[src/design/ooo_pkg.sv]
// Out-of-order core shared definitions: sizes, opcodes, ALU codes and packet types
package ooo_pkg;

    // ========================================================================
    // Widths and sizes
    // ========================================================================
    localparam int xlen            = 32;
    localparam int num_arch_regs   = 32;
    localparam int num_phys_regs   = 64;
    localparam int phys_tag_width  = 6;
    localparam int arch_addr_width = 5;
    localparam int iq_depth        = 8;
    localparam int iq_idx_width    = 3;
    localparam int rob_depth       = 16;
    localparam int rob_ptr_width   = 4;
    // Free list holds at most the registers beyond the architectural set
    localparam int free_list_depth = num_phys_regs - num_arch_regs;
    localparam int free_ptr_width  = 5;

    // RV32I ALU opcodes
    localparam logic [6:0] opcode_op     = 7'b0110011;
    localparam logic [6:0] opcode_op_imm = 7'b0010011;

    typedef enum logic [3:0] {
        alu_add,
        alu_sub,
        alu_and,
        alu_or,
        alu_xor,
        alu_slt,
        alu_sltu,
        alu_sll,
        alu_srl,
        alu_sra
    } alu_op_t;

    // ========================================================================
    // Instruction word, register-register or register-immediate view
    // ========================================================================
    typedef struct packed {
        logic [6:0] funct7;
        logic [4:0] rs2;
        logic [4:0] rs1;
        logic [2:0] funct3;
        logic [4:0] rd;
        logic [6:0] opcode;
    } r_fields_t;

    typedef struct packed {
        logic [11:0] imm12;
        logic [4:0]  rs1;
        logic [2:0]  funct3;
        logic [4:0]  rd;
        logic [6:0]  opcode;
    } i_fields_t;

    typedef union packed {
        r_fields_t r_fields;
        i_fields_t i_fields;
    } instr_word_u;

    // Dispatch packet, shared by issue queue and ROB
    typedef struct packed {
        alu_op_t                    op;
        logic [phys_tag_width-1:0]  src1_tag;
        logic                       src1_ready;
        logic [phys_tag_width-1:0]  src2_tag;
        logic                       src2_ready;
        logic                       use_imm;
        logic [xlen-1:0]            imm;
        logic [phys_tag_width-1:0]  dst_tag;
        // ROB only
        logic [arch_addr_width-1:0] arch_rd;
        logic [phys_tag_width-1:0]  old_tag;
        logic                       writes_reg;
    } dispatch_t;

    // Common data bus
    typedef struct packed {
        logic                      valid;
        logic [phys_tag_width-1:0] tag;
        logic [xlen-1:0]           value;
    } cdb_t;

    typedef struct packed {
        logic                      valid;
        alu_op_t                   op;
        logic [phys_tag_width-1:0] src1_tag;
        logic [phys_tag_width-1:0] src2_tag;
        logic [xlen-1:0]           imm;
        logic                      use_imm;
        logic [phys_tag_width-1:0] dst_tag;
    } issue_t;

endpackage

[src/design/alu_unit.sv]
// Single-cycle ALU, result registered onto the common data bus
`timescale 1ns/1ps

module alu_unit (
    input  logic                          clk,
    input  logic                          reset,
    input  ooo_pkg::issue_t               iss,
    input  logic [1:0][ooo_pkg::xlen-1:0] src_values,
    output ooo_pkg::cdb_t                 cdb
);
    import ooo_pkg::*;

    logic [xlen-1:0] op_a;
    logic [xlen-1:0] op_b;
    logic [xlen-1:0] result;

    assign op_a = src_values[0];
    // Immediate replaces rs2
    assign op_b = iss.use_imm ? iss.imm : src_values[1];

    // Shifts use the low five bits only
    always_comb begin
        case (iss.op)
            alu_add:  result = op_a + op_b;
            alu_sub:  result = op_a - op_b;
            alu_and:  result = op_a & op_b;
            alu_or:   result = op_a | op_b;
            alu_xor:  result = op_a ^ op_b;
            alu_slt:  result = {{(xlen - 1){1'b0}}, $signed(op_a) < $signed(op_b)};
            alu_sltu: result = {{(xlen - 1){1'b0}}, op_a < op_b};
            alu_sll:  result = op_a << op_b[4:0];
            alu_srl:  result = op_a >> op_b[4:0];
            alu_sra:  result = $signed(op_a) >>> op_b[4:0];
            default:  result = '0;
        endcase
    end

    // Broadcast one cycle after issue
    always_ff @(posedge clk) begin
        if (reset) begin
            cdb.valid <= 1'b0;
        end else begin
            cdb.valid <= iss.valid;
        end
        cdb.tag   <= iss.dst_tag;
        cdb.value <= result;
    end

endmodule

[config.mk]
export PLATFORM = sky130hd
export DESIGN_NAME = alu_unit
export DESIGN_NICKNAME = d
export VERILOG_FILES = /design/src/design/ooo_pkg.sv /design/src/design/alu_unit.sv
export SDC_FILE = /design/constraint.sdc
export NUM_CORES = 1
export LEC_CHECK = 0
export ABC_AREA = 1
export BUFFER_PORTS_ARGS = -buffer_cell sky130_fd_sc_hd__buf_2
export CAP_MARGIN = 20
export CORE_UTILIZATION = 30
export DETAILED_ROUTE_END_ITERATION = 12
export SETUP_SLACK_MARGIN = 0.1
export SLEW_MARGIN = 20
export SYNTH_ARGS = -nofsm -noshare
export SYNTH_HDL_FRONTEND = slang
export SYNTH_SLANG_ARGS = --single-unit
[constraint.sdc]
create_clock -name clk -period 5.8 [get_ports clk]
set_input_delay 0.87 -clock clk [delete_from_list [all_inputs] [get_ports clk]]
set_output_delay 0.87 -clock clk [all_outputs]
set_load 0.02 [all_outputs]
# Word level (Yosys, flattened, before mapping)

Cells that the tools add are included.

Eq/ne operators: 9
Bitwise logic cells: 3
$add $sub $neg: 2
Shift-type cells: 3
Mux-type cells: 2
Reduce and logical (&&, ||, !) cells: 1
$lt $le $gt $ge: 2

Operator list:

| cell                                                             | count |
|---|---|
| 32-bit one-hot mux with 10 select lines                          | 1 |
| 32-bit < comparator                                              | 2 |
| 32-bit adder                                                     | 1 |
| 32-bit bitwise AND                                               | 1 |
| 32-bit 2-to-1 mux                                                | 1 |
| 32-bit bitwise OR                                                | 1 |
| 32-bit by 5-bit left shift with 32-bit output                    | 1 |
| 32-bit by 5-bit right shift with 32-bit output                   | 1 |
| 32-bit by 5-bit >>> shifter with 32-bit output                   | 1 |
| 32-bit subtractor                                                | 1 |
| 32-bit XOR                                                       | 1 |
| 4-bit by 3-bit == test with 1-bit output (second input constant) | 4 |
| 4-bit by 2-bit == test with 1-bit output (second input constant) | 2 |
| 4-bit == test (second input constant)                            | 2 |
| 4-bit by 1-bit == test with 1-bit output (second input constant) | 1 |
| 4-bit logical NOT                                                | 1 |

Register bits: 39
Bits of input ports: 122
Output and inout bits: 39
Word-level logic and storage cells: 25

# Logic depth before layout (Yosys ltp)

Gate-level depths: netlist of run 1.

Depth in word-level cells: 3
Gate-level depth with buffers: 22
Gate-level depth less buffers: 19

# Worst setup path before layout of run 1

No wires, ideal clock.

Kind: input to register
Start point: input port iss[6] in the netlist's numbering
End point: register cdb[21] in the netlist's numbering
Library setup time: 0.120 ns
Buffers on the path: 4
Setup slack: 2.586 ns
Stages: 20
Arrival: 3.094 ns
Required time: 5.680 ns
Cell sequence: buf_6 > inv_4 > buf_4 > clkbuf_1 > or2_2 > o21ai_0 > ha_1 > buf_2 > nor2_1 > inv_1 > nor2_1 > nand2_1 > nor2_1 > nand2_1 > nand3_1 > nand2_1 > nand3_1 > nand2_1 > inv_1 > nand3_1

Longest elaborated chain between the ends: 3
Elaborated cells between the ends (all ways): 10
Those cells by class: add/sub (2); shift (3); mux (2); bitwise (3)

RTL lines:

| element                                     | line           | source |
|---|---|---|
| start, declared                             | alu_unit.sv:7  | `input ooo_pkg::issue_t iss,` |
| 32-bit 2-to-1 mux (*)                       | alu_unit.sv:19 | `assign op_b = iss.use_imm ? iss.imm : src_values[1];` |
| 32-bit subtractor (tied with other cells)   | alu_unit.sv:25 | `alu_sub: result = op_a - op_b;` |
| 32-bit one-hot mux with 10 select lines (*) | alu_unit.sv:23 | `case (iss.op)` |
| named net result[21]                        | alu_unit.sv:15 | `logic [xlen-1:0] result;` |
| end, declared                               | alu_unit.sv:9  | `output ooo_pkg::cdb_t cdb` |

Mark *: on every way through the listed nets, which the timed path passes. The rest lies on a longest branch.
A chain may end at the register's enable or synchronous reset.

# Worst setup path after layout of run 1

Start point: input port iss[6] in the netlist's numbering
End point: register cdb[12] in the netlist's numbering

Same word-level chain as after synthesis.

==> impl_metrics.tcl, run 1 <==
set metrics [dict create \
    tightest_slew_ns 1.18 \
    post_cts_buffers 0 \
    largest_register "cdb" \
    netlist_instances 2140 \
    cts_inserted_buffers 5 \
    maxSlewViolCount 0 \
    pre_cts_ws_ns 1.21 \
    clk_pin_slew_worst_paths_ns 0.06 \
    diodes 0 \
    drive_gt1_share_pct 10.9 \
    port_buffers 148 \
    power_leakage_nw 6.66 \
    antenna_found_initial 1 \
    fin_nets 2443 \
    largest_register_ffs 39 \
    grt_pass1_wl_um 85900 \
    critPathCaptureType "register" \
    async_flop_share_pct 0 \
    critical_path_class "input pin to register" \
    rsz0062_at_grt "false" \
    path_max_fanout 36 \
    whs_ns 0.657 \
    num_io_pins 161 \
    clockBufferDepth 2 \
    hold_violations 0 \
    wl_per_cell_um 21.7 \
    grt_usage_pct 30.2 \
    fin_crit_ns 4.40 \
    layout_common_cells "nand2_1, nand3_1, inv_1, nor2_1, buf_2" \
    use_met3_pct 2.79 \
    p_total_mw 1.96 \
    yosysWarnings 0 \
    grt-ovfl-total 0 \
    yosysSeqAreaShare_pct 7.01 \
    root_buffer "clkbuf_16" \
    hpwlAfterDp_um 47500 \
    synth.avg_cell_area_um2 5.21 \
    slew-limit-headroom_pct 21.2 \
    reg.largest.list "cdb: 39 flops" \
    synthFlopType "dfxtp_1" \
    min_period_over_period_pct 75.9 \
    rows 70 \
    synthToLayoutAreaGrowth_pct 10.1 \
    fin_area_um2 12300 \
    grt_pass1_vias 14000 \
    start_util_pct 30.4 \
    cts_resized 0 \
    dpl-instance-area_um2 12100 \
    wl_um 58200 \
    firstDrtPassIters 6 \
    die_w_um 195 \
    final_common_cell "nand2_1" \
    min_path_cells 1 \
    max_freq_mhz 227 \
    yosys.area.top_type_share_pct 21.0 \
    netlist_area_um2 11100 \
    p_per_area_nw_per_um2 159 \
    synth_fp_nets 2363 \
    ctsHtreeMaxLevel 2 \
    final_util_pct 33.5 \
    layoutNonFillerInstCount 2688 \
    synth.area.top_cells "nand2_1, nand3_1, ha_1" \
    hold_class "input pin to register" \
    synth_seq_cells 39 \
    cts_hold_buffers 0 \
    grt.busiest_layer "met2" \
    clock_sinks 39 \
    cts_tree "built" \
    dp_cells 2681 \
    setup_violations 0 \
    gr-usage-met2_pct 50.1 \
    cp.arrival_ns 4.56 \
    die-area_um2 37900 \
    ant_nets 0 \
    vias 15200 \
    drv_cap 0 \
    core_area_um2 36600 \
    ys_types 45 \
    crit_required_ns 5.96 \
    first_iter_violations 1637 \
    synth_edf_count 0 \
    drc_errors 0 \
    ir_drop_mv 0.103 \
    die_h_um 195 \
    worst_slack_ns 1.40 \
    use_met1_pct 39.7 \
    gp_congestion 1.08 \
    fin_tns_setup_ns 0 \
    startpoint_type "input pin" \
    grt_max_degree 62 \
    yosysTopAreaCell "nand2_1" \
    outcome "finished, final reports clean" \
    avgViaCountPerCell 5.65 \
]
[path summary, 6_finish.rpt]
check	slack [ns]	startpoint	end
worst min-delay path	0.66	iss[5]	cdb[37]
worst max-delay path	1.40	iss[6]	cdb[12]
[routing by layer]
layer  vias up  routed length, µm
met1      7051              24100
met2       837              27000
met3       110               4670
met4         2               2480
met5         -                  9
li1       7193                  -
[cells by family after synthesis]
| kind of cell | share of synthesized area, % |
|---|---|
| flip-flops | 7.01 |
| AO/OA/AOI/OAI | 14.3 |
| buffers and inverters | 13.5 |
| AND/OR/NAND/NOR | 53.6 |
| adder cells (fa/ha/maj) | 11.5 |
| XOR/XNOR | 0.157 |
[area by class of cell]
type                       count  area [µm²]
fill                        4326       24300
clock buffer                   6         139
inverter                     278        1050
clock inverter                 1        5.00
tap                          468         586
multi-input combinational   1735        8870
timing repair buffer         161         838
sequential                    39         781
[synth_stat cells (13+ instances only)]
library cell and n:
nor2_1 163, nor3_1 19, buf_2 42, o21ai_1 23
or2_2 30, o22ai_1 21, o21ai_0 90, nand2_1 624
nand4_1 35, dfxtp_1 39, buf_4 13, inv_1 265
clkbuf_1 20, nand3_1 446, ha_1 99, a21oi_1 102
[critical path, stage by stage]
cell,delay (ns)
buf_2,0.11
buf_4,0.36
nand2_2,0.29
nand2_4,0.43
ha_1,0.35
fa_1,0.35
nand2_1,0.14
nand3_1,0.09
o21ai_1,0.17
o21bai_1,0.52
nand2_1,0.14
nand2_1,0.12
a21oi_1,0.07
a21oi_1,0.35
nand2_1,0.16
[power by group]
group | switching, mW | internal (mW) | total [mW]
combinational | 0.970 | 0.374 | 1.34
sequential | 0.00965 | 0.304 | 0.314
clock | 0.129 | 0.168 | 0.298
total | 1.11 | 0.846 | 1.96
No activity file was read; power rests on OpenSTA's default activity.
==> run 2: changes to the inputs <==
clock period = 3.8 ns   (was 5.8 ns; I/O delays follow)
==> run 2 against run 1 <==
Sequential share of layout area decreased by 0.12 points. Final cell count increased by 1.1%. Critical path depth increased by 2. Routed wire length decreased by 2.5%. Worst hold slack got worse by 0.30 ns. Setup slack got worse by 0.95 ns. Die area unchanged. Largest cell class unchanged.
==> impl_metrics.tcl, run 2 (synthesized netlist as in run 1, its figures left out) <==
set metrics [dict create \
    fin_area_um2 12500 \
    nFillCells 4264 \
    cp.arrival_ns 3.55 \
    synthToLayoutAreaGrowth_pct 12.2 \
    reg.largest.list "cdb: 39 flops" \
    ir_drop_mv 0.160 \
    cts_hold_buffers 0 \
    largest_register "cdb" \
    firstDrtPassIters 6 \
    cts_resized 0 \
    largest_register_ffs 39 \
    grt-ovfl-total 0 \
    hpwlAfterDp_um 47100 \
    top_layer_used "met4" \
    dp_cells 2709 \
    startpoint_type "input pin" \
    cts_tree "built" \
    grt_usage_pct 29.2 \
    setup_violations 0 \
    die_h_um 195 \
    fin_nets 2471 \
    max_freq_mhz 299 \
    outcome "finished, final reports clean" \
    ant_nets 0 \
    layout_common_cells "nand2_1, nand3_1, inv_1, nor2_1, buf_2" \
    rsz0062_at_grt "false" \
    vias 15400 \
    core_area_um2 36600 \
    dpl-instance-area_um2 12400 \
    wl_um 56800 \
    start_util_pct 30.4 \
    final_common_cell "nand2_1" \
    hold_violations 0 \
    clk_pin_slew_worst_paths_ns 0.06 \
    power_leakage_nw 6.80 \
    p_total_mw 3.00 \
    slew-limit-headroom_pct 45.6 \
    fin_tns_setup_ns 0 \
    ctsHtreeMaxLevel 2 \
    p_per_area_nw_per_um2 240 \
    fin_crit_ns 3.35 \
    num_io_pins 161 \
    wl_met2_um 25900 \
    clockBufferDepth 2 \
    antenna_found_initial 1 \
    port_buffers 148 \
    drc_errors 0 \
    drv_cap 0 \
    clock_sinks 39 \
    post_cts_buffers 0 \
    diodes 0 \
    drive_gt1_share_pct 11.9 \
    tightest_slew_ns 0.814 \
    root_buffer "clkbuf_16" \
    first_iter_violations 1640 \
    cts_inserted_buffers 5 \
    avgViaCountPerCell 5.66 \
    whs_ns 0.354 \
    wl_met1_um 22800 \
    grt_pass1_wl_um 83600 \
    met3RoutedLength_um 4920 \
    critical_path_class "input pin to register" \
    rows 70 \
    crit_required_ns 4.00 \
    layoutNonFillerInstCount 2717 \
    die-area_um2 37900 \
    hold_path_startpoint "iss[1]" \
    grt_pass1_vias 14200 \
    min_period_over_period_pct 88.1 \
    critPathCaptureType "register" \
    gp_congestion 1.12 \
    path_max_fanout 30 \
    wl_per_cell_um 20.9 \
    grt_max_degree 68 \
    hold_class "input pin to register" \
    startpoint "iss[6]" \
    maxSlewViolCount 0 \
    die_w_um 195 \
]
## run 2: power by group
part	internal (mW)	leakage, nW	switching (mW)
sequential	0.464	0.325	0.0139
combinational	0.597	6.41	1.47
clock	0.243	0.0669	0.205
## run 2: layer usage
metal	global-route usage, %	vias to the layer above
met5	0	-
met4	15.4	0
met3	3.80	158
met2	48.6	864
met1	36.6	7113
li1	-	7254
## run 2: path summary, 6_finish.rpt
kind       to  slack [ns]  cells past startpoint
max   cdb[23]        0.45                     17
min   cdb[33]        0.35                      1
## run 2: stage by stage
step | setup WS [ns] | utilization [%]
after CTS | 0.546 | 34.2
after detailed placement | 0.215 | 33.8
final | 0.454 | 34.2
after global routing | 0.237 | 34.2
after floorplan | 0.886 | -
after global placement | 0.234 | 33.8
## run 2: area by class of cell
class,instances,area [µm²],area share (%)
Tap cell,468,586,4.68
Sequential cell,39,781,6.24
Timing Repair Buffer,189,1090,8.69
Clock buffer,6,129,1.03
Inverter,278,1050,8.41
Multi-Input combinational cell,1735,8860,70.8
Clock inverter,2,12.5,0.100
## run 2: critical path: stages
cell     delay [ns]
buf_2          0.13
buf_4          0.23
o21ai_0        0.59
ha_1           0.41
buf_4          0.19
nor2_1         0.12
inv_1          0.09
nor2_1         0.18
nand2_1        0.20
nor2_1         0.13
nand2_1        0.12
nand3_1        0.12
nand2_1        0.05
nand3_1        0.06
nand2_1        0.10
inv_1          0.17
nand2_1        0.08
==> run 3: changes to the inputs <==
CORE_MARGIN = 4   (was not set)
==> run 3 against run 2 <==
Sequential cell count did not move. Critical path type unchanged. Largest power group unchanged. Combinational power up 2%. Maximum frequency up 0.29%. Sequential power about the same. Highest routed layer is now met5.
==> impl_metrics.tcl, run 3 (synthesized netlist as in run 1, its figures left out) <==
set metrics [dict create \
    startpoint_type "input pin" \
    wl_um 59200 \
    seq_power_share_pct 15.7 \
    die-area_um2 40300 \
    grt_usage_pct 27.6 \
    multiInputGateArea_um2 8860 \
    use_met3_pct 3.72 \
    maxSlewViolCount 0 \
    ant_nets 0 \
    dpl-instance-area_um2 12400 \
    worst-path-buf-inv 2 \
    num_io_pins 161 \
    fin_tns_setup_ns 0 \
    hold_class "input pin to register" \
    path_max_fanout 32 \
    power_leakage_nw 6.86 \
    reg.largest.list "cdb: 39 flops" \
    crit_required_ns 3.96 \
    grt_pass1_wl_um 85800 \
    port_buffers 148 \
    avgViaCountPerCell 5.63 \
    largest_register "cdb" \
    rsz0062_at_grt "false" \
    first_iter_violations 1681 \
    die_w_um 201 \
    use_met1_pct 35.3 \
    crit_top_cell "nand2_1" \
    gr-usage-met2_pct 46.7 \
    ctsHtreeMaxLevel 2 \
    clockBufferDepth 2 \
    slowest_delay_ns 0.54 \
    antenna_found_initial 2 \
    nFillCells 4311 \
    drv_cap 0 \
    critical_path.slowest_cell "o21bai_1" \
    layout_common_cells "nand2_1, nand3_1, inv_1, nor2_1, buf_2" \
    critPathCaptureType "register" \
    combPwrFrac_pct 69.4 \
    whs_ns 0.354 \
    outcome "finished, final reports clean" \
    power.switching_mw 1.73 \
    clkPwrFrac_pct 14.8 \
    vias 15400 \
    clk_pin_slew_worst_paths_ns 0.06 \
    p_per_area_nw_per_um2 242 \
    synthToLayoutAreaGrowth_pct 13.0 \
    largest_register_ffs 39 \
    hpwlAfterDp_um 49200 \
    internal-power_mw 1.32 \
    firstDrtPassIters 6 \
    post_cts_buffers 0 \
    max_freq_mhz 300 \
    wl_per_cell_um 21.7 \
    final_common_cell "nand2_1" \
    min_period_over_period_pct 87.8 \
    critical_path_class "input pin to register" \
    grt_max_degree 64 \
    grt-ovfl-total 0 \
    clock_sinks 39 \
    slew-limit-headroom_pct 52.4 \
    core_area_um2 36600 \
    ir_drop_mv 0.157 \
    cts_hold_buffers 0 \
    tightest_slew_ns 0.712 \
    seq_area_um2 781 \
    cp_cell_sequence "buf_2 > inv_4 > nand2_4 > nand2_4 > ha_1 > fa_1 > nand2_1 > nand3_1 > o21ai_1 > o21bai_1 > nand2_1 > nand2_1 > a21oi_1 > a21oi_1 > nand2_1" \
    cts_resized 0 \
    die_h_um 201 \
    p_sw_share_pct 56.7 \
    grt_pass1_vias 14300 \
    diodes 0 \
    critical-path-top-delay-family "compound AO/OA/AOI/OAI gates" \
    grt.busiest_layer "met2" \
    hold_violations 0 \
    drive_gt1_share_pct 12.3 \
    cts_tree "built" \
    gp_congestion 1.07 \
    cts_inserted_buffers 5 \
    setup_violations 0 \
    start_util_pct 30.4 \
    root_buffer "clkbuf_16" \
    fin_crit_ns 3.34 \
    fin_area_um2 12600 \
    drc_errors 0 \
    fin_nets 2481 \
    rows 70 \
    cp.arrival_ns 3.50 \
]
-- run 3: path summary, 6_finish.rpt --
| check | cells after the start | slack (ns) | endpoint | startpoint |
|---|---|---|---|---|
| setup / recovery | 15 | 0.46 | cdb[12] | iss[6] |
| hold / removal | 1 | 0.35 | cdb[34] | iss[2] |
-- run 3: area by class of cell --
class | instances | area share, %
multi-input cells | 1735 | 70.4
repair buffers | 199 | 9.32
inverters | 278 | 8.35
flip-flops and latches | 39 | 6.20
well taps | 468 | 4.65
clock buffers | 6 | 1.02
clock inverters | 2 | 0.0994
-- run 3: routing by layer --
metal | part of all wire (%) | up-vias
met5 | 0.035 | -
met4 | 4.7 | 4
met3 | 8.8 | 135
met2 | 46 | 793
met1 | 40 | 7155
li1 | - | 7277
-- run 3: per-stage QoR --
stage / total power, mW / instances / utilization, % / setup slack, ns
2_1_floorplan: 1.82 / 2140 / - / 0.886
3_3_place_gp: 2.54 / 2719 / 34.0 / 0.193
3_5_place_dp: 2.54 / 2719 / 34.0 / 0.187
4_1_cts: 3.02 / 2727 / 34.4 / 0.513
5_1_grt: 3.26 / 2727 / 34.4 / 0.172
6_report: 3.05 / 2727 / 34.4 / 0.464
-- run 3: power by group through the flow --
stage / clock (mW) / sequential (mW) / combinational [mW]
4_1_cts: 0.473 / 0.481 / 2.06
2_1_floorplan: 0 / 0.559 / 1.26
5_1_grt: 0.481 / 0.485 / 2.29
3_3_place_gp: 0 / 0.490 / 2.05
3_5_place_dp: 0 / 0.490 / 2.05
6_report: 0.452 / 0.479 / 2.12
